$ cat config.mk
export PLATFORM = sky130hd
export DESIGN_NAME = addr_map_top
export DESIGN_NICKNAME = d
export VERILOG_FILES = /design/src/rtl/addr_map_pkg.sv /design/src/rtl/tgt_link_if.sv /design/src/rtl/addr_decode.sv /design/src/rtl/req_steer.sv /design/src/rtl/mem_target.sv /design/src/rtl/rsp_merge.sv /design/src/rtl/addr_map_top.sv
export VERILOG_INCLUDE_DIRS = /design/src
export SDC_FILE = /design/constraint.sdc
export NUM_CORES = 2
export LEC_CHECK = 0
export BUFFER_PORTS_ARGS = -buffer_cell sky130_fd_sc_hd__buf_2
export CAP_MARGIN = 5
export CORE_MARGIN = 2
export CORE_UTILIZATION = 45
export CTS_CLUSTER_DIAMETER = 120
export CTS_CLUSTER_SIZE = 28
export DETAILED_ROUTE_END_ITERATION = 8
export PLACE_DENSITY = 0.58
export SLEW_MARGIN = 20
export SYNTH_ARGS = -nofsm -noshare
export SYNTH_HDL_FRONTEND = slang
export SYNTH_SLANG_ARGS = --single-unit
export TNS_END_PERCENT = 100
$ cat constraint.sdc
create_clock -name clk_i -period 7.1 [get_ports clk_i]
set_input_delay 0.355 -clock clk_i [delete_from_list [all_inputs] [get_ports clk_i]]
set_output_delay 0.355 -clock clk_i [all_outputs]
set_load 0.02 [all_outputs]
$ cat src/addr_map_macros.svh
// #########################################################
// Size definitions shared by the address map router RTL
// Include this header wherever a bus width or a table size
// is needed
// #########################################################
`ifndef ADDR_MAP_MACROS_SVH
`define ADDR_MAP_MACROS_SVH

// Byte address width seen by the initiator and the rule table
`define ADDR_W 16
// Data word width of every request and response
`define DATA_W 32
// Number of memory targets behind the router
`define N_TGT 4
// Number of programmable address rules
`define N_RULES 4
// Words held by each memory target
`define TGT_WORDS 16
// Depth of the in-order response queue
`define ORD_DEPTH 4

`endif

$ cat src/rtl/addr_map_pkg.sv
// #########################################################
// Types for the address map router
// Holds the rule word views, the rule table entry and the
// target index type used across the design
// #########################################################
`include "addr_map_macros.svh"

package addr_map_pkg;

  // Target index, sized for the number of targets
  typedef logic [$clog2(`N_TGT)-1:0] tgt_idx_t;

  // Range view of a rule word, start included and end excluded
  typedef struct packed {
    logic [`ADDR_W-1:0] start_addr;
    logic [`ADDR_W-1:0] end_addr;
  } range_rule_t;

  // NAPOT view of the same bits, base compared under the mask
  typedef struct packed {
    logic [`ADDR_W-1:0] base;
    logic [`ADDR_W-1:0] mask;
  } napot_rule_t;

  // One rule word, decoded as a range or as a NAPOT region
  typedef union packed {
    range_rule_t range_r;
    napot_rule_t napot_r;
  } rule_u;

  // The napot bit picks which view of the rule word applies
  typedef struct packed {
    logic     valid;
    logic     napot;
    tgt_idx_t idx;
    rule_u    rule;
  } rule_entry_t;

endpackage

$ cat src/rtl/tgt_link_if.sv
// #########################################################
// Request and response link between the router and one
// memory target, with one modport per side
// #########################################################
`timescale 1ns/100ps
`include "addr_map_macros.svh"

interface tgt_link_if;

  // Request channel, the address is a word offset inside the target
  logic                          req_valid;
  logic                          req_ready;
  logic                          req_we;
  logic [$clog2(`TGT_WORDS)-1:0] req_addr;
  logic [`DATA_W-1:0]            req_wdata;

  // Response channel
  logic                          rsp_valid;
  logic                          rsp_ready;
  logic [`DATA_W-1:0]            rsp_rdata;

  // The steer side issues requests
  modport steer (output req_valid, req_we, req_addr, req_wdata, input req_ready);

  // The target serves requests and produces responses
  modport target (
    input  req_valid, req_we, req_addr, req_wdata, rsp_ready,
    output req_ready, rsp_valid, rsp_rdata
  );

  // The merge side collects responses
  modport merge (input rsp_valid, rsp_rdata, output rsp_ready);

endinterface

$ cat src/rtl/addr_decode.sv
// #########################################################
// Combinational address decoder over the rule table
// Each rule is a range or a NAPOT region by its own mode
// bit, and the highest matching table position wins
// #########################################################
`timescale 1ns/100ps
`include "addr_map_macros.svh"

module addr_decode (
  input  logic [`ADDR_W-1:0]        addr_i,
  input  addr_map_pkg::rule_entry_t rules_i [`N_RULES],
  input  logic                      en_default_i,
  input  addr_map_pkg::tgt_idx_t    default_idx_i,
  output addr_map_pkg::tgt_idx_t    idx_o,
  output logic                      dec_error_o
);

  // One bit per rule that covers the address
  logic [`N_RULES-1:0] hit;

  // Match every rule through the view its mode bit selects
  always_comb begin
    for (int i = 0; i < `N_RULES; i++) begin
      if (rules_i[i].napot) begin
        // Only the bits set in the mask take part in the compare
        hit[i] = (addr_i & rules_i[i].rule.napot_r.mask) ==
                 (rules_i[i].rule.napot_r.base & rules_i[i].rule.napot_r.mask);
      end else begin
        // Half-open range, the end address itself lies outside
        hit[i] = (addr_i >= rules_i[i].rule.range_r.start_addr) &&
                 (addr_i <  rules_i[i].rule.range_r.end_addr);
      end
      // An invalid entry never matches
      hit[i] = hit[i] & rules_i[i].valid;
    end
  end

  // Priority pick, walking upward so the highest position overrides lower ones
  always_comb begin
    // Without any hit the default target applies when it is enabled
    idx_o       = en_default_i ? default_idx_i : '0;
    dec_error_o = ~en_default_i;
    for (int i = 0; i < `N_RULES; i++) begin
      if (hit[i]) begin
        idx_o       = rules_i[i].idx;
        dec_error_o = 1'b0;
      end
    end
  end

endmodule

$ cat src/rtl/req_steer.sv
// #########################################################
// Request side of the router
// Holds the rule table, decodes each initiator request and
// sends it to one target link or marks it as an error
// #########################################################
`timescale 1ns/100ps
`include "addr_map_macros.svh"

module req_steer (
  input  logic                          clk_i,
  input  logic                          rst_n_i,
  input  logic                          req_valid_i,
  output logic                          req_ready_o,
  input  logic                          req_we_i,
  input  logic [`ADDR_W-1:0]            req_addr_i,
  input  logic [`DATA_W-1:0]            req_wdata_i,
  input  logic                          cfg_we_i,
  input  logic [$clog2(`N_RULES)-1:0]   cfg_sel_i,
  input  addr_map_pkg::rule_entry_t     cfg_entry_i,
  input  logic                          en_default_i,
  input  addr_map_pkg::tgt_idx_t        default_idx_i,
  tgt_link_if.steer                     tgt [`N_TGT],
  output logic                          ord_push_o,
  output addr_map_pkg::tgt_idx_t        ord_idx_o,
  output logic                          ord_err_o,
  input  logic                          ord_full_i
);

  import addr_map_pkg::*;

  // Word offset width inside a target and the byte lane bits below it
  localparam int unsigned OFF_W  = $clog2(`TGT_WORDS);
  localparam int unsigned BYTE_W = $clog2(`DATA_W/8);

  logic [`N_RULES-1:0] tbl_valid;
  rule_entry_t         tbl_q    [`N_RULES];
  rule_entry_t         tbl_rules [`N_RULES];
  tgt_idx_t            dec_idx;
  logic                dec_err;
  logic [`N_TGT-1:0]   tgt_ready;

  // Valid bits are control state and come out of reset cleared
  always_ff @(posedge clk_i or negedge rst_n_i) begin
    if (!rst_n_i) begin
      tbl_valid <= '0;
    end else if (cfg_we_i) begin
      tbl_valid[cfg_sel_i] <= cfg_entry_i.valid;
    end
  end

  // Rule payload is written as a whole, valid is taken from tbl_valid
  always_ff @(posedge clk_i) begin
    if (cfg_we_i) begin
      tbl_q[cfg_sel_i] <= cfg_entry_i;
    end
  end

  // Merge the reset valid bits back into the entries seen by the decoder
  always_comb begin
    for (int i = 0; i < `N_RULES; i++) begin
      tbl_rules[i]       = tbl_q[i];
      tbl_rules[i].valid = tbl_valid[i];
    end
  end

  addr_decode u_decode (
    .addr_i        (req_addr_i),
    .rules_i       (tbl_rules),
    .en_default_i  (en_default_i),
    .default_idx_i (default_idx_i),
    .idx_o         (dec_idx),
    .dec_error_o   (dec_err)
  );

  // Drive each link, only the decoded one sees a valid request
  for (genvar g = 0; g < `N_TGT; g++) begin : g_link
    assign tgt[g].req_valid = req_valid_i & ~ord_full_i & ~dec_err & (dec_idx == g);
    assign tgt[g].req_we    = req_we_i;
    assign tgt[g].req_addr  = req_addr_i[OFF_W+BYTE_W-1:BYTE_W];
    assign tgt[g].req_wdata = req_wdata_i;
    assign tgt_ready[g]     = tgt[g].req_ready;
  end

  // An error request needs only room in the order queue
  assign req_ready_o = ~ord_full_i & (dec_err | tgt_ready[dec_idx]);

  // Every accepted request records where its response will come from
  assign ord_push_o = req_valid_i & req_ready_o;
  assign ord_idx_o  = dec_idx;
  assign ord_err_o  = dec_err;

endmodule

$ cat src/rtl/mem_target.sv
// #########################################################
// Word-addressed memory target
// Serves one request at a time and holds its response in a
// register until the router takes it
// #########################################################
`timescale 1ns/100ps
`include "addr_map_macros.svh"

module mem_target (
  input  logic       clk_i,
  input  logic       rst_n_i,
  tgt_link_if.target link
);

  logic [`DATA_W-1:0] mem [`TGT_WORDS];
  logic               rsp_valid_q;
  logic [`DATA_W-1:0] rsp_rdata_q;
  logic               req_fire;

  // A new request fits when the response slot is free or drains this cycle
  assign link.req_ready = ~rsp_valid_q | link.rsp_ready;
  assign req_fire       = link.req_valid & link.req_ready;

  // Response valid flag
  always_ff @(posedge clk_i or negedge rst_n_i) begin
    if (!rst_n_i) begin
      rsp_valid_q <= 1'b0;
    end else if (req_fire) begin
      rsp_valid_q <= 1'b1;
    end else if (link.rsp_ready) begin
      rsp_valid_q <= 1'b0;
    end
  end

  // Storage and response data
  always_ff @(posedge clk_i) begin
    if (req_fire) begin
      if (link.req_we) begin
        mem[link.req_addr] <= link.req_wdata;
        // Writes answer with zero data
        rsp_rdata_q        <= '0;
      end else begin
        rsp_rdata_q        <= mem[link.req_addr];
      end
    end
  end

  assign link.rsp_valid = rsp_valid_q;
  assign link.rsp_rdata = rsp_rdata_q;

endmodule

$ cat src/rtl/rsp_merge.sv
// #########################################################
// Response side of the router
// Keeps the destinations of issued requests in order and
// forwards the head response, target or error, upstream
// #########################################################
`timescale 1ns/100ps
`include "addr_map_macros.svh"

module rsp_merge (
  input  logic                   clk_i,
  input  logic                   rst_n_i,
  input  logic                   ord_push_i,
  input  addr_map_pkg::tgt_idx_t ord_idx_i,
  input  logic                   ord_err_i,
  output logic                   ord_full_o,
  tgt_link_if.merge              tgt [`N_TGT],
  output logic                   rsp_valid_o,
  input  logic                   rsp_ready_i,
  output logic [`DATA_W-1:0]     rsp_rdata_o,
  output logic                   rsp_err_o
);

  import addr_map_pkg::*;

  localparam int unsigned PTR_W = $clog2(`ORD_DEPTH);

  tgt_idx_t           q_idx [`ORD_DEPTH];
  logic               q_err [`ORD_DEPTH];
  logic [PTR_W-1:0]   wr_ptr;
  logic [PTR_W-1:0]   rd_ptr;
  logic [PTR_W:0]     count;
  logic               empty;
  logic               pop;
  tgt_idx_t           head_idx;
  logic               head_err;
  logic [`N_TGT-1:0]  tgt_valid;
  logic [`DATA_W-1:0] tgt_rdata [`N_TGT];

  assign empty      = (count == '0);
  assign ord_full_o = (count == `ORD_DEPTH);
  assign head_idx   = q_idx[rd_ptr];
  assign head_err   = q_err[rd_ptr];

  // Queue pointers and fill level
  always_ff @(posedge clk_i or negedge rst_n_i) begin
    if (!rst_n_i) begin
      wr_ptr <= '0;
      rd_ptr <= '0;
      count  <= '0;
    end else begin
      if (ord_push_i) begin
        wr_ptr <= wr_ptr + 1'b1;
      end
      if (pop) begin
        rd_ptr <= rd_ptr + 1'b1;
      end
      count <= count + ord_push_i - pop;
    end
  end

  // Destination entries
  always_ff @(posedge clk_i) begin
    if (ord_push_i) begin
      q_idx[wr_ptr] <= ord_idx_i;
      q_err[wr_ptr] <= ord_err_i;
    end
  end

  // Gather the target responses, and only the head target gets the ready
  for (genvar g = 0; g < `N_TGT; g++) begin : g_rsp
    assign tgt_valid[g]     = tgt[g].rsp_valid;
    assign tgt_rdata[g]     = tgt[g].rsp_rdata;
    assign tgt[g].rsp_ready = rsp_ready_i & ~empty & ~head_err & (head_idx == g);
  end

  // An error head answers at once with zero data
  assign rsp_valid_o = ~empty & (head_err | tgt_valid[head_idx]);
  assign rsp_err_o   = ~empty & head_err;
  assign rsp_rdata_o = (empty | head_err) ? '0 : tgt_rdata[head_idx];

  assign pop = rsp_valid_o & rsp_ready_i;

endmodule

$ cat src/rtl/addr_map_top.sv
// #########################################################
// Top level of the address map router
// One initiator, a programmable rule table and N_TGT memory
// targets, responses return in request order
// #########################################################
`timescale 1ns/100ps
`include "addr_map_macros.svh"

module addr_map_top (
  input  logic                        clk_i,
  input  logic                        rst_n_i,
  input  logic                        req_valid_i,
  output logic                        req_ready_o,
  input  logic                        req_we_i,
  input  logic [`ADDR_W-1:0]          req_addr_i,
  input  logic [`DATA_W-1:0]          req_wdata_i,
  output logic                        rsp_valid_o,
  input  logic                        rsp_ready_i,
  output logic [`DATA_W-1:0]          rsp_rdata_o,
  output logic                        rsp_err_o,
  input  logic                        cfg_we_i,
  input  logic [$clog2(`N_RULES)-1:0] cfg_sel_i,
  input  addr_map_pkg::rule_entry_t   cfg_entry_i,
  input  logic                        en_default_i,
  input  addr_map_pkg::tgt_idx_t      default_idx_i
);

  import addr_map_pkg::*;

  // Order queue handshake between the two router halves
  logic     ord_push;
  tgt_idx_t ord_idx;
  logic     ord_err;
  logic     ord_full;

  tgt_link_if link [`N_TGT] ();

  req_steer u_steer (
    .clk_i         (clk_i),
    .rst_n_i       (rst_n_i),
    .req_valid_i   (req_valid_i),
    .req_ready_o   (req_ready_o),
    .req_we_i      (req_we_i),
    .req_addr_i    (req_addr_i),
    .req_wdata_i   (req_wdata_i),
    .cfg_we_i      (cfg_we_i),
    .cfg_sel_i     (cfg_sel_i),
    .cfg_entry_i   (cfg_entry_i),
    .en_default_i  (en_default_i),
    .default_idx_i (default_idx_i),
    .tgt           (link),
    .ord_push_o    (ord_push),
    .ord_idx_o     (ord_idx),
    .ord_err_o     (ord_err),
    .ord_full_i    (ord_full)
  );

  // One memory per link
  for (genvar g = 0; g < `N_TGT; g++) begin : g_tgt
    mem_target u_mem (
      .clk_i   (clk_i),
      .rst_n_i (rst_n_i),
      .link    (link[g])
    );
  end

  rsp_merge u_merge (
    .clk_i       (clk_i),
    .rst_n_i     (rst_n_i),
    .ord_push_i  (ord_push),
    .ord_idx_i   (ord_idx),
    .ord_err_i   (ord_err),
    .ord_full_o  (ord_full),
    .tgt         (link),
    .rsp_valid_o (rsp_valid_o),
    .rsp_ready_i (rsp_ready_i),
    .rsp_rdata_o (rsp_rdata_o),
    .rsp_err_o   (rsp_err_o)
  );

endmodule

# Word level (Yosys, flattened, before mapping)
# Memory sizes are Yosys's and may differ from the RTL's. A register that Yosys moved wholly into a read port is not among the register bits.
# Index checks and enable logic that the tools add are counted.
totals:
  regBits: 15
  mem_bits_rw: 2204
  output_inout_bits: 35
  wordCells: 150
  mem_count: 7
op_classes:
  add_sub_neg: 4
  magnitude_cmp: 13
  n_eq_ne: 11
  n_mux: 45
  n_bitwise: 50
  n_reduce_logical: 12
mem_list:
  columns: ["name", "depth", "width", "read_ports", "rd_ports_with_merged_regs", "write_ports", "line_no", "source"]
  rows:
  - ["g_tgt[0].u_mem.mem", 16, 32, 1, 1, 1, "mem_target.sv:15", "logic [`DATA_W-1:0] mem [`TGT_WORDS];"]
  - ["g_tgt[1].u_mem.mem", 16, 32, 1, 1, 1, "mem_target.sv:15", null]
  - ["g_tgt[2].u_mem.mem", 16, 32, 1, 1, 1, "mem_target.sv:15", null]
  - ["g_tgt[3].u_mem.mem", 16, 32, 1, 1, 1, "mem_target.sv:15", null]
  - ["u_steer.tbl_q", 4, 36, 4, 0, 1, "req_steer.sv:36", "rule_entry_t tbl_q [`N_RULES];"]
  - ["u_merge.q_idx", 4, 2, 1, 0, 1, "rsp_merge.sv:27", "tgt_idx_t q_idx [`ORD_DEPTH];"]
  - ["+1 memories", null, null, null, null, null, null, null]
ops:
  columns: ["op", "n"]
  rows:
  - ["bitwise AND 16 bit", 8]
  - ["two-way mux 32 bit", 3]
  - ["binary-select mux 32 bit (select 2 bit)", 1]
  - ["== test 16 bit", 4]
  - [">= comparator 16 bit", 4]
  - ["less-than comparator 16 bit", 4]
  - ["two-way mux 1 bit", 32]
  - ["bitwise AND 1 bit", 25]
  - ["two-way mux 2 bit", 5]
  - ["less-than comparator 2 x 3 -> 1 bit (second input constant)", 3]
  - ["inverter 1 bit", 9]
  - ["== test 2 bit (second input constant)", 4]
  - ["nonzero test 2 bit", 4]
  - ["bitwise OR 1 bit", 7]
  - ["logical AND 1 bit", 5]
  - ["adder 2 x 1 -> 2 bit (second input constant)", 2]
  - ["binary-select mux 1 bit (select 2 bit)", 2]
  - ["bitwise mux 4 bit", 1]
  - ["== test 2 x 1 -> 1 bit (second input constant)", 2]
  - ["logical NOT 2 bit", 2]
  - ["adder 3 x 1 -> 3 bit", 1]
  - ["== test 3 bit (second input constant)", 1]
  - [">= comparator 3 bit (second input constant)", 1]
  - ["logical NOT 3 bit", 1]
  - ["other kinds (4)", 4]

# Longest topological paths before layout
depth:
  ltp_word: 15
  ltp_mapped: 21

# Modules after synthesis
# Synthesis repeated with hierarchy kept, for this count alone.
unflattened:
  cells_unflattened: 4944
  area_unflattened_um2: 95044.9
by_module_without_submodules:
  columns: ["mod", "n_inst", "cells_per_inst", "area_each_um2", "seq_area_each_um2"]
  rows:
  - ["mem_target", 4, 955, 20614.8, 16360.7]
  - ["req_steer", 1, 313, 5587.9, 4304.1]
  - ["addr_decode", 1, 651, 4932.2, 0.0]
  - ["rsp_merge", 1, 160, 2065.7, 535.5]

# Least setup slack after synthesis
# OpenSTA, ideal clock, no wires.
synth_timing:
  kind: "input-to-reg"
  startpoint: "input req_addr_i[0]"
  endpoint: "register g_tgt[2].u_mem.rsp_rdata_q[0], read port of g_tgt[2].u_mem.mem, enable pin"
  arrival_ns: 5.090
  required_time_ns: 6.632
  setup_slack_ns: 1.542
  cell_stages: 13
  path_cell_list: "buf_6 -> inv_1 -> ha_1 -> nand2b_1 -> a2111oi_1 -> or4_1 -> a311o_1 -> a41o_2 -> nand4_1 -> a311oi_1 -> a221o_1 -> buf_4 -> nor3b_1"
synth_via:
  elab_cells_between_ends: 41
synth_lines:
  columns: ["element", "line_no", "source"]
  rows:
  - ["start: declaration", "addr_map_top.sv:15", "input logic [`ADDR_W-1:0] req_addr_i,"]
  - [">= comparator 16 bit, or another cell as far along", "addr_decode.sv:30", "hit[i] = (addr_i >= rules_i[i].rule.range_r.start_addr) &&"]
  - ["logical AND 1 bit or == test 16 bit (tied branches)", "addr_decode.sv:30, addr_decode.sv:26", null]
  - ["two-way mux 1 bit", "addr_decode.sv:24", "if (rules_i[i].napot) begin"]
  - ["bitwise AND 1 bit", "addr_decode.sv:34", "hit[i] = hit[i] & rules_i[i].valid;"]
  - ["two-way mux 2 bit (3 in series)", "addr_decode.sv:44", "if (hit[i]) begin"]
  - ["two-way mux 2 bit *", "addr_decode.sv:44", null]
  - ["via ord_idx[0]", "addr_map_top.sv:32", "tgt_idx_t ord_idx;"]
  - ["== test 2 bit *", "req_steer.sv:77", "assign tgt[g].req_valid = req_valid_i & ~ord_full_i & ~dec_err & (dec_idx == g);"]
  - ["bitwise AND 1 bit *", "req_steer.sv:77", null]
  - ["bitwise AND 1 bit *", "mem_target.sv:22", "assign req_fire = link.req_valid & link.req_ready;"]
  - ["via g_tgt[2].u_mem.req_fire", "mem_target.sv:18", "logic req_fire;"]
  - ["end: declaration", "mem_target.sv:17", "logic [`DATA_W-1:0] rsp_rdata_q;"]
# The timed path passes the listed nets; every way through them passes the cells marked *.
# A chain may end at the register's enable or synchronous reset.

==> impl_metrics.toml <==
[setup_path]
critPathRequiredTime_ns = 7.51
r2r_setup_slack_ns = 1.71
start_kind = "register"
worstSetupEndpointType = "register"
crit_type = "register to register"
r2r_end = "g_tgt[1].u_mem.mem[2][20]"
worstReg2RegStart = "u_steer.tbl_q[1][16]"
cp.arrival_ns = 5.80
worst-r2r-cell-count = 13
crit_start = "u_steer.tbl_q[1][16]"
crit_end = "g_tgt[1].u_mem.mem[2][20]"
cp_max_fo = 32

[route]
wl_per_cell_um = 31.7
routed_via_density = 5.95
antenna_left = 0
wirelength_um = 226000
dr.pass1.iters = 6
via_count = 42405
drc = 0
drt-initial-drc-count = 5153

[cells_and_area]
seqCellArea_um2 = 70300
final_cell_mix = "edfxtp_1, mux4_2, ha_1"
drive_above_1_share_pct = 25.7
syn_to_final_growth_pct = 8.76
multi_input_area_um2 = 22100
final_common_cell = "edfxtp_1"
num-fill-cells = 16279
final_nets = 4704

[clock_network]
htreeDepth = 3
clock-sinks = 2343
cts_tree = "done"
hold_buffers = 39
cts-root-buf = "clkbuf_16"
cts_buffers = 95
cts_setup_buffers = 0
insertion_delay_ns = 0.79
clkTransAtPathRegs_ns = 0.10
clock_path_buffers = 3
cts_resized = 0

[synthesis]
avgSynthCellArea_um2 = 22.2
yosys.cell_types.count = 67
synth.ff_latch_count = 2343
synth_area_um2 = 93000
yosysTopAreaCell = "edfxtp_1"
ys_top_cells_by_area = "edfxtp_1, mux4_2, ha_1"
synth-edff-count = 2328
synth_nets = 4478
synth-seq-area-share_pct = 75.6
yosys_warnings = 0
synthesis.instances = 4192
synthFlopType = "edfxtp_1"
synth_top_area_share_pct = 75.2
async_flop_share_pct = 0.640

[grt]
grt_max_degree = 110
antenna_found_initial = 28
grt_pass1_wl_um = 321000
grt_usage_pct = 21.4
gr-total-overflow = 0
grt_pass1_vias = 42215

[sta]
relSlewSlack_pct = 26.8
post-route-period-util_pct = 75.9
fmax_mhz = 185
period_minus_slack_ns = 5.39
finalWorstSetupSlack_ns = 1.71
timing.setup.tns_ns = 0
rsz0062_at_grt = "false"
tightest_slew_ns = 1.10
finalHoldViolations = 0
fin_worst_skew_ns = 0.0392
drv_slew = 0
setup_viol = 0

[placed_design]
hpwl_um = 137000
gp_congestion = 0.807
dp_slack_ns = 1.17
place.port_buffers = 129

[die]
dieArea_um2 = 210000
core_um2 = 205000
initial_core_util_pct = 45.4
die_y_um = 459
ios = 130
rows = 166
die_w_um = 459

[outcome]
outcome = "finished, final reports clean"

[min_path]
hold_path_class = "input pin to register"

[job]
drv_cap = 0

[power]
p_per_area_nw_per_um2 = 247
worst_ir_drop_vdd_v = 0.000216
p_leak_uw = 0.0318
[cells by family (layout without fill, tap and decap cells)]
kind of cell	count (synthesis)	after routing	share of synthesized area, %
compound gates	145	145	1.02
xor+xnor	58	58	0.546
fa+ha+maj	191	191	2.58
buf+inv	314	559	1.29
flops	2343	2343	75.6
mux	684	684	16.5
other cells	0	7	0
simple gates	457	457	2.55
[cell usage after synthesis (5+ instances only)]
master and number:
a211oi_1 11, a21oi_1 52, and2_1 35, and3_1 17, buf_1 52, clkbuf_1 122
dfrtp_1 15, edfxtp_1 2328, ha_1 190, inv_1 135, mux4_2 675, nand2_1 100
nand3_1 17, nand4_1 24, nor2_1 96, nor2b_1 137, nor3_1 6, nor4_1 5
o211ai_1 11, o21a_1 7, o21ai_0 25, xnor2_1 19, xor2_1 39
[stage by stage]
step | utilization [%] | total power, uW | cells | instance area, um2 | hold slack [ns]
2_1_floorplan | - | 17400 | 4192 | 93000 | 0.0594
3_3_place_gp | 47.8 | 18600 | 6959 | 97900 | 0.292
3_5_place_dp | 47.9 | 18600 | 6969 | 98100 | 0.296
4_1_cts | 49.3 | 25200 | 7124 | 101000 | 0.00310
5_1_grt | 49.3 | 25700 | 7127 | 101000 | 0.0350
6_report | 49.3 | 24900 | 7132 | 101000 | 0.0343
[worst max-delay path, stage by stage, from the launching register on]
cell	delay, ns
edfxtp_1	0.42
ha_1	0.28
nand2b_1	0.14
a211oi_1	0.25
o211ai_1	0.14
a211o_1	0.28
a21oi_1	0.60
nor2_1	0.10
a311oi_1	0.29
a221o_1	0.48
and3b_2	0.28
nand2_1	0.52
buf_4	0.41
nor2_4	0.79
[worst min-delay path by stage]
stage | startpoint | to | slack [ns] | cells after the start
final | rsp_ready_i | u_merge.rd_ptr[0] | 0.03 | 3
after global placement | rst_n_i | u_steer.tbl_valid[0] | 0.29 | 1
after floorplan | rst_n_i | g_tgt[0].u_mem.link.rsp_valid | 0.06 | 0
after detailed placement | rst_n_i | u_steer.tbl_valid[1] | 0.30 | 1
after global routing | req_we_i | g_tgt[0].u_mem.link.rsp_rdata[15] | 0.04 | 2
after CTS | rsp_ready_i | u_merge.rd_ptr[0] | 0.003 | 3
[sequential cells by signal (all words and copies together), names as in the netlist]
signal                      flops
g_tgt.u_mem.link.rsp_rdata    128
g_tgt.u_mem.link.rsp_valid      4
g_tgt.u_mem.mem              2048
u_merge.count                   3
u_merge.q_err                   4
u_merge.q_idx                   8
u_merge.rd_ptr                  2
u_merge.wr_ptr                  2
u_steer.tbl_q                 140
u_steer.tbl_valid               4
[metal layers]
| metal | global-route usage, % | vias to the layer above | routed length [um] |
|---|---|---|---|
| met4 | 3.83 | 0 | 4000 |
| met1 | 32.0 | 23158 | 98900 |
| met3 | 3.74 | 184 | 15400 |
| met5 | 0 | - | 0 |
| li1 | - | 17665 | - |
| met2 | 33.7 | 1398 | 108000 |
[report_power, final]
group	switching [uW]	internal, uW	leakage (uW)
Sequential	106	15400	0.0212
Combinational	1750	1060	0.00938
Clock	4120	2540	0.00128
[area by class of cell]
type / count / share of cell area (%)
Sequential cell: 2343 / 69.5
Multi-Input combinational cell: 1535 / 21.8
Tap cell: 2688 / 3.32
Clock buffer: 104 / 2.40
Timing Repair Buffer: 308 / 2.29
Inverter: 135 / 0.501
Clock inverter: 12 / 0.182
Antenna cell: 7 / 0.0173
(Power assumes the default switching activity.)
